[src/rtl/sifhPkg.sv]
`default_nettype none

package sifhPkg;

    // sample and counter widths
    localparam int sampleW = 10;
    localparam int binW = 4;
    localparam int countW = 8;
    localparam int acqW = 9;

    // strobes per pass, enough to push one bin past 255
    localparam int acqLen = 320;

    // bin geometry
    // coarse bins are 64 codes wide, fine bins 4
    localparam int coarseShift = 6;
    localparam int fineShift = 2;
    localparam int numBins = 1 << binW;
    localparam int lastBin = numBins - 1;
    // width of one coarse bin, which is also the fine window
    localparam int coarseSpan = 1 << coarseShift;

    // sample codes and window bounds
    typedef logic [sampleW-1:0] sample_t;
    // bin index, also peakCH and peakFH
    typedef logic [binW-1:0] binAddr_t;
    // saturating bin count
    typedef logic [countW-1:0] binCount_t;
    // strobes seen in the current pass
    typedef logic [acqW-1:0] acqCount_t;

    // pass sequencing in the execute stage
    typedef enum logic [1:0] {
        stAcquire,
        stScan,
        stSettle
    } hisState_t;

endpackage

`default_nettype wire

[src/rtl/binMapper.sv]
`default_nettype none
`timescale 1ns/10ps

module binMapper (
    input  logic              clk,
    input  logic              rstN,
    input  logic              wrEn,
    input  sifhPkg::sample_t  roughData,
    input  logic              hisNum,
    input  sifhPkg::sample_t  thMinus,
    output logic              binStrobe,
    output sifhPkg::binAddr_t binAddr,
    output logic              binKeep
);
    import sifhPkg::*;

    sample_t  fineOffset;
    binAddr_t coarseBin;
    binAddr_t fineBin;
    logic     inWindow;
    binAddr_t nextBin;
    logic     nextKeep;

    // coarse pass: top bits of the code pick the bin
    assign coarseBin = binAddr_t'(roughData >> coarseShift);

    // fine pass: distance above the window floor
    assign fineOffset = roughData - thMinus;
    // 4 codes per fine bin
    assign fineBin = binAddr_t'(fineOffset >> fineShift);
    // below thMinus wraps the offset, so check both ends
    assign inWindow = (roughData >= thMinus) && (fineOffset < sample_t'(coarseSpan));

    // pick per pass
    assign nextBin = hisNum ? fineBin : coarseBin;
    // every coarse sample counts
    assign nextKeep = hisNum ? inWindow : 1'b1;

    // strobe and keep flag
    always_ff @(posedge clk) begin
        if (!rstN) begin
            binStrobe <= 1'b0;
            binKeep <= 1'b0;
        end else begin
            binStrobe <= wrEn;
            // out-of-window samples still strobe, just not kept
            binKeep <= wrEn & nextKeep;
        end
    end

    // bin address only moves with a new sample
    always_ff @(posedge clk) begin
        if (wrEn) begin
            binAddr <= nextBin;
        end
    end

    // a kept sample is always a strobed one
    // a kept fine sample shares its coarse bin with the window floor
    keepNeedsStrobe: assert property (
        @(posedge clk) disable iff (!rstN)
        binKeep |-> binStrobe && (!$past(hisNum)
            || (($past(roughData) >> coarseShift) == ($past(thMinus) >> coarseShift)))
    );

endmodule

`default_nettype wire

[src/rtl/hisBuilderFSM.sv]
`default_nettype none
`timescale 1ns/10ps

module hisBuilderFSM (
    input  logic               clk,
    input  logic               rstN,
    input  logic               binStrobe,
    input  sifhPkg::binAddr_t  binAddr,
    input  logic               binKeep,
    input  logic               peakValid,
    output logic               hisNum,
    output logic               acqCountFinish,
    output logic               resultValid,
    output logic               scanValid,
    output logic               scanLast,
    output sifhPkg::binAddr_t  scanAddr,
    output sifhPkg::binCount_t scanCount
);
    import sifhPkg::*;

    hisState_t state;
    acqCount_t acqCnt;
    binCount_t counts [numBins];
    logic      acqDone;
    logic      binFull;

    // last strobe of the pass
    assign acqDone = binStrobe && (acqCnt == acqCount_t'(acqLen - 1));
    // saturation check on the addressed bin
    assign binFull = (counts[binAddr] == '1);

    // scan read port
    assign scanCount = counts[scanAddr];
    assign scanLast = scanValid && (scanAddr == binAddr_t'(lastBin));

    // bin counters
    // count in acquire, clear each bin as the scan reads it
    always_ff @(posedge clk) begin
        if (!rstN) begin
            for (int i = 0; i < numBins; i++) begin
                counts[i] <= '0;
            end
        end else if (state == stAcquire) begin
            // hold at 255
            if (binStrobe && binKeep && !binFull) begin
                counts[binAddr] <= counts[binAddr] + 1'b1;
            end
        end else if (scanValid) begin
            counts[scanAddr] <= '0;
        end
    end

    // pass sequencing
    always_ff @(posedge clk) begin
        if (!rstN) begin
            state <= stAcquire;
            acqCnt <= '0;
            hisNum <= 1'b0;
            acqCountFinish <= 1'b0;
            resultValid <= 1'b0;
            scanValid <= 1'b0;
            scanAddr <= '0;
        end else begin
            // single-cycle pulses
            acqCountFinish <= 1'b0;
            resultValid <= 1'b0;

            case (state)
                stAcquire: begin
                    // every arrival counts toward acqLen, kept or not
                    if (acqDone) begin
                        acqCnt <= '0;
                        acqCountFinish <= 1'b1;
                        scanValid <= 1'b1;
                        scanAddr <= '0;
                        state <= stScan;
                    end else if (binStrobe) begin
                        acqCnt <= acqCnt + 1'b1;
                    end
                end

                stScan: begin
                    // strobes here are dropped
                    if (scanLast) begin
                        scanValid <= 1'b0;
                        state <= stSettle;
                    end else begin
                        scanAddr <= scanAddr + 1'b1;
                    end
                end

                stSettle: begin
                    // peak commit lands here
                    // next pass starts with the other geometry
                    if (peakValid) begin
                        hisNum <= ~hisNum;
                        // fine pass done means both peaks ready
                        resultValid <= hisNum;
                        state <= stAcquire;
                    end
                end

                default: begin
                    state <= stAcquire;
                end
            endcase
        end
    end

    // scan window tracks the state register
    scanOnlyInScan: assert property (
        @(posedge clk) disable iff (!rstN)
        scanValid == (state == stScan)
    );

    // a counted hit never leaves its bin at zero
    noCounterWrap: assert property (
        @(posedge clk) disable iff (!rstN)
        (state == stAcquire && binStrobe && binKeep) |=> (counts[$past(binAddr)] != '0)
    );

endmodule

`default_nettype wire

[src/rtl/peakDetecter.sv]
`default_nettype none
`timescale 1ns/10ps

module peakDetecter (
    input  logic               clk,
    input  logic               rstN,
    input  logic               scanValid,
    input  logic               scanLast,
    input  sifhPkg::binAddr_t  scanAddr,
    input  sifhPkg::binCount_t scanCount,
    input  logic               hisNum,
    output logic               peakValid,
    output sifhPkg::binAddr_t  peakCH,
    output sifhPkg::binAddr_t  peakFH,
    output sifhPkg::sample_t   thMinus,
    output sifhPkg::sample_t   thPositive
);
    import sifhPkg::*;

    binCount_t runMax;
    binAddr_t  runAddr;
    logic      takeNew;
    binAddr_t  finalAddr;
    sample_t   peakBase;

    // bin 0 restarts the search
    // strictly greater, so ties keep the lower bin
    assign takeNew = (scanAddr == '0) || (scanCount > runMax);

    // includes the bin on the bus this cycle
    assign finalAddr = takeNew ? scanAddr : runAddr;

    // window floor from the coarse peak, 64 codes per bin
    assign peakBase = sample_t'(finalAddr) << coarseShift;

    // running maximum over the scan
    always_ff @(posedge clk) begin
        if (scanValid && takeNew) begin
            runMax <= scanCount;
            runAddr <= scanAddr;
        end
    end

    // peak commit on the last bin
    always_ff @(posedge clk) begin
        if (!rstN) begin
            peakValid <= 1'b0;
            peakCH <= '0;
            peakFH <= '0;
            thMinus <= '0;
            thPositive <= '0;
        end else begin
            peakValid <= scanLast;
            if (scanLast) begin
                if (hisNum) begin
                    peakFH <= finalAddr;
                end else begin
                    peakCH <= finalAddr;
                    // fine window is exactly the coarse bin
                    thMinus <= peakBase;
                    thPositive <= peakBase + sample_t'(coarseSpan - 1);
                end
            end
        end
    end

    // one pulse per scan
    peakPulseOnce: assert property (
        @(posedge clk) disable iff (!rstN)
        peakValid |=> !peakValid
    );

endmodule

`default_nettype wire

[src/rtl/siFhTop.sv]
`default_nettype none
`timescale 1ns/10ps

module siFhTop (
    input  logic              clk,
    input  logic              rstN,
    input  logic              wrEn,
    input  sifhPkg::sample_t  roughData,
    output logic              hisNum,
    output logic              acqCountFinish,
    output logic              resultValid,
    output sifhPkg::binAddr_t peakCH,
    output sifhPkg::binAddr_t peakFH,
    output sifhPkg::sample_t  thMinus,
    output sifhPkg::sample_t  thPositive
);
    import sifhPkg::*;

    // decode to execute
    logic      binStrobe;
    binAddr_t  binAddr;
    logic      binKeep;

    // execute to result
    logic      scanValid;
    logic      scanLast;
    binAddr_t  scanAddr;
    binCount_t scanCount;

    // result back to execute
    logic      peakValid;

    // sample to bin, windowed in the fine pass
    binMapper binMapper_i (
        .clk       (clk),
        .rstN      (rstN),
        .wrEn      (wrEn),
        .roughData (roughData),
        .hisNum    (hisNum),
        .thMinus   (thMinus),
        .binStrobe (binStrobe),
        .binAddr   (binAddr),
        .binKeep   (binKeep)
    );

    // counters and pass control
    hisBuilderFSM hisBuilderFSM_i (
        .clk            (clk),
        .rstN           (rstN),
        .binStrobe      (binStrobe),
        .binAddr        (binAddr),
        .binKeep        (binKeep),
        .peakValid      (peakValid),
        .hisNum         (hisNum),
        .acqCountFinish (acqCountFinish),
        .resultValid    (resultValid),
        .scanValid      (scanValid),
        .scanLast       (scanLast),
        .scanAddr       (scanAddr),
        .scanCount      (scanCount)
    );

    // peak search and window bounds
    peakDetecter peakDetecter_i (
        .clk        (clk),
        .rstN       (rstN),
        .scanValid  (scanValid),
        .scanLast   (scanLast),
        .scanAddr   (scanAddr),
        .scanCount  (scanCount),
        .hisNum     (hisNum),
        .peakValid  (peakValid),
        .peakCH     (peakCH),
        .peakFH     (peakFH),
        .thMinus    (thMinus),
        .thPositive (thPositive)
    );

endmodule

`default_nettype wire

[config.mk]
export PLATFORM = sky130hd
export DESIGN_NAME = siFhTop
export DESIGN_NICKNAME = d
export VERILOG_FILES = /design/src/rtl/sifhPkg.sv /design/src/rtl/binMapper.sv /design/src/rtl/hisBuilderFSM.sv /design/src/rtl/peakDetecter.sv /design/src/rtl/siFhTop.sv
export SDC_FILE = /design/constraint.sdc
export NUM_CORES = 1
export LEC_CHECK = 0
export BUFFER_PORTS_ARGS = -buffer_cell sky130_fd_sc_hd__buf_4
export CAP_MARGIN = 10
export CORE_MARGIN = 4
export CORE_UTILIZATION = 55
export DETAILED_ROUTE_END_ITERATION = 8
export GPL_ROUTABILITY_DRIVEN = 0
export MAX_ROUTING_LAYER = met4
export PLACE_DENSITY = 0.7
export SYNTH_ARGS = -nofsm -noshare
export SYNTH_HDL_FRONTEND = slang
export SYNTH_SLANG_ARGS = --single-unit
export TNS_END_PERCENT = 30
[constraint.sdc]
create_clock -name clk -period 4.7 [get_ports clk]
set_input_delay 0.235 -clock clk [delete_from_list [all_inputs] [get_ports clk]]
set_output_delay 0.235 -clock clk [all_outputs]
set_load 0.01 [all_outputs]
* Word-level counts from Yosys, hierarchy flattened
Memories as Yosys holds them, arrays and structs flattened. A register that Yosys moved wholly into a read port is not among the register bits. Index checks and enable logic that the tools add are counted.
Word-level totals: register bits after elaboration 56, latch bits 0, bits in writable memories 128, bits in read-only memories 0, input bits 13, output and inout bits 31, logic and storage cells 93, memories kept 1
Memory list:
- hisBuilderFSM_i.counts | depth 16, bits a word 8, read ports 2, clocked after memory_dff 2, wr ports 16, line hisBuilderFSM.sv:23 | binCount_t counts [numBins];
Cells by class: add/subtract/negate cells 5, multipliers 0, divide/modulo/power cells 0, $lt $le $gt $ge 3, equal/unequal tests 9, shifts and indexed selects 0, multiplexer cells 34, bitwise gates (word level) 2, reduce and logical (&&, ||, !) cells 23
Operators with widths (count):
- $mux 4 | 9
- $mux 9 | 2
- $mux 8 | 2
- $reduce_or 8->1 | 2
- $mux 1 | 15
- $reduce_and 3->1 | 4
- $add 10x6->10 const B | 1
- $ge 10x10->1 | 1
- $lt 10x7->1 const B | 1
- $reduce_and 2->1 | 5
- $sub 10x10->10 | 1
- $add 9x1->9 const B | 1
- $eq 9x9->1 const B | 1
- $add 8x1->8 const B | 1
- $eq 8x8->1 const B | 1
- $gt 8x8->1 | 1
- $pmux 4 s2 | 1
- $logic_and 1x1->1 | 6
- $mux 2 | 3
- $ne 2x1->1 const B | 3
- $pmux 2 s3 | 1
- $add 4x1->4 const B | 1
- $eq 4x4->1 const B | 1
- $logic_not 4->1 | 1
- other kinds (10) | 11

* Longest topological paths before layout
depth after elaboration 10, depth in mapped cells 13, gate-level depth less buffers 11

* Modules after synthesis
From an unflattened synthesis, not the netlist that was laid out.
Second synthesis, totals: cell total of the unflattened synthesis 804, area, all modules 9779.4 um^2
Modules (own cells, without submodules):
- hisBuilderFSM | instances 1, cells each 596, area each 7833.8 um^2, sequential area each 4304.1 um^2
- peakDetecter | instances 1, cells each 128, area each 1261.2 um^2, sequential area each 560.5 um^2
- binMapper | instances 1, cells each 80, area each 684.4 um^2, sequential area each 160.2 um^2

* Least setup slack after synthesis
Ideal clock, no wire load.
path kind register -> register, from register with a tool-made name, to register peakDetecter_i.runAddr[0], enable pin, library setup time 0.388 ns, arrival 3.611 ns, required time 4.312 ns, path slack 0.701 ns, stages on the path, launching flop included 11, path buffers 2, clock period less this slack 3.999 ns, cells stage by stage dfxtp_1 clkbuf_1 buf_1 mux4_2 mux4_2 ha_1 nor2b_1 o21a_1 o21ai_0 a211o_1 a31oi_1
RTL lines:
- end signal: assignment | line peakDetecter.sv:40 | runAddr <= scanAddr;
- end: declaration | line peakDetecter.sv:21 | binAddr_t runAddr;

==> results.cfg <==
[worst_setup_path]
r2r_setup_slack_ns = 0.53
reg2reg_depth = 9
startpoint_type = flop
cp.arrival_ns = 4.19
rr_endpoint = hisBuilderFSM_i.counts[3][1]
worstPathRequired_ns = 4.73
cpPeakStageDelay_ns = 0.96
path_buf_inv = 1
cp_max_fo = 23
critical_path_class = flop to flop
crit_chain = mux4_2 -> mux2i_1 -> a21oi_1 -> ha_1 -> inv_1 -> a31oi_1 -> nand4_2 -> a21oi_4 -> o21ai_1
cp.depth = 9
setup.worst_path.end = hisBuilderFSM_i.counts[3][1]
slowest_stage = dfxtp_1
worst_setup_path_end_kind = flop
critPathTopFamily = compound AO/OA/AOI/OAI gates

[route]
dr.pass1.iters = 6
viasPerCell = 6.47
drtIter0Drc = 790
drc = 0
wl_um = 24000
detail-route-antenna-nets = 0
post_drt_wl_per_cell_um = 24.1
vias = 6433

[synthesis]
yosysUniqueCellTypes = 65
synth_ff_type = edfxtp_1
async_flop_share_pct = 0
synthCells = 745
yosysWarnings = 0
syn_avg_cell_area_um2 = 12.9
yosysTopAreaCell = edfxtp_1
ys_ff_latch = 183
synth_area_leaders = edfxtp_1 (45%), mux4_2 (16%), dfxtp_1 (8.1%)
netlist_area_mm2 = 0.00961
ys_seq_area_share_pct = 53.1
synth_edf_count = 144
synth_top_area_share_pct = 45.0

[floorplanning]
core_area_mm2 = 0.0172
rows = 48
die-width_um = 140
die-area_mm2 = 0.0196
die_y_um = 140
io_pins = 44
start_util_pct = 55.9

[clock_network]
cts_tree = yes
cts_resized = 0
cts_max_level = 4
cts_made_buffers = 17
clk_pin_slew_ns = 0.07
clock_path_buffers = 2
cts_sinks = 183
clk_latency_ns = 0.44
root_buffer = clkbuf_16
ctsHoldBuffers = 0
post_cts_buffers = 0

[cells_and_area]
drive_gt1_share_pct = 23.8
final_cell_mix = edfxtp_1 (144), nor2_1 (100), mux4_2 (68)
area_growth_pct = 9.73
final_common_cell = edfxtp_1
utilization_pct = 61.4
fin_nets = 785
n_antenna_cell = 0
fillers = 1347

[timing]
setup_viol = 0
slew_headroom_pct = 24.4
setup-tns-final_ns = 0
final-hold-violation-count = 0
period_share_pct = 88.6
period_needed_ns = 4.17
fin_worst_skew_ns = 0.00996
fmax_ghz = 0.240
rsz0062_at_grt = no
maxSlewViolCount = 0
holdWs_ns = 0.0885
worst_pin_slew_ns = 1.13

[power]
powerDensity_mw_per_mm2 = 354
leakage_nw = 3.59
power_w = 0.00373
ir_drop_uv = 285

[global_route]
grt_max_degree = 42
gr-total-overflow = 0
grt_pass1_wl_um = 37300
track_usage_pct = 26.0
antenna_found_initial = 0
first_global_vias = 6294

[job]
cap_violations = 0

[place]
dp_hpwl_um = 17100
port_buffers = 35

[min_path]
hp-class = primary input to flop

[status]
status = finished, final reports clean
layer usage:
layer	track usage (%)	wire [um]	vias to the layer above
met2	39.5	11600	344
li1	-	-	2833
met3	6.18	2290	44
met5	-	0	-
met4	8.62	586	0
met1	34.8	9490	3212
worst register-to-register path, delay by kind of cell, from the launching register on:
| kind | cells | cell delay, ns |
|---|---|---|
| AOI/OAI and AO/OA | 4 | 1.73 |
| adders and majority gates | 1 | 0.26 |
| buffers and inverters | 1 | 0.06 |
| DFF | 1 | 0.96 |
| muxes | 2 | 0.51 |
| and+or+nand+nor | 1 | 0.24 |
report_power, final:
| group | leakage, nW | switching, W | total [W] | internal [W] |
|---|---|---|---|---|
| Clock | 0.301 | 0.000619 | 0.00151 | 0.000892 |
| Sequential | 1.78 | 0.0000455 | 0.00183 | 0.00179 |
| Combinational | 1.51 | 0.000240 | 0.000383 | 0.000143 |
flip-flops by register name, summed over array words and instances (netlist names), 2 cells and up, named ones only:
register,flops
peakDetecter_i.thPositive,5
hisBuilderFSM_i.state,2
hisBuilderFSM_i.scanAddr,4
peakDetecter_i.runAddr,4
peakDetecter_i.peakFH,4
peakDetecter_i.runMax,8
binMapper_i.binAddr,4
hisBuilderFSM_i.counts,128
hisBuilderFSM_i.acqCnt,9
Yosys cell counts, drive strengths merged, types with 5 or more instances:
cell,number
a21oi,14
and2,11
and3,5
buf,47
clkbuf,15
dfxtp,39
edfxtp,144
ha,16
inv,18
mux2,9
mux2i,17
mux4,68
nand2,41
nand2b,5
nand3,28
nand3b,7
nor2,100
nor2b,8
nor3,50
o21a,6
o21ai,35
xnor2,5
xor2,9
worst min path at each step:
| stage | from | end | cells after the start |
|---|---|---|---|
| floorplan | wrEn | binMapper_i.binAddr[0] | 0 |
| global placement | hisBuilderFSM_i.acqCnt[1] | hisBuilderFSM_i.acqCnt[1] | 2 |
| detailed placement | hisBuilderFSM_i.acqCnt[3] | hisBuilderFSM_i.acqCnt[3] | 2 |
| CTS | wrEn | binMapper_i.binAddr[1] | 1 |
| global route | wrEn | binMapper_i.binAddr[0] | 1 |
| finish | wrEn | binMapper_i.binAddr[2] | 1 |
metrics by stage:
step           area (um^2)  worst slack (ns)  std cells
6_report             10500             0.535        994
5_1_grt              10500             0.296        994
4_1_cts              10500             0.640        994
3_5_place_dp          9910             0.638        962
3_3_place_gp          9910             0.793        962
2_1_floorplan         9620             0.701        750
layout make-up:
| class | instances | area [um^2] | share of cell area, % |
|---|---|---|---|
| Clock buffer | 17 | 425 | 4.04 |
| Clock inverter | 15 | 201 | 1.91 |
| Inverter | 19 | 71.3 | 0.677 |
| Multi-Input combinational cell | 486 | 4060 | 38.5 |
| Sequential cell | 183 | 5110 | 48.5 |
| Tap cell | 225 | 282 | 2.67 |
| Timing Repair Buffer | 49 | 393 | 3.73 |
cell families (layout without fill, tap and decap cells):
kind of cell    Yosys count  in the layout  share of synthesized area (%)
compound gates           82             82                           5.42
fa+ha+maj                16             16                           2.08
mux                      94             94                           18.8
simple gates            274            274                           14.3
xor+xnor                 14             14                           1.35
buf+inv                  81            100                           4.86
flops                   183            183                           53.1
other cells               1              6                         0.0390
Power figures use the tool's default switching activity.
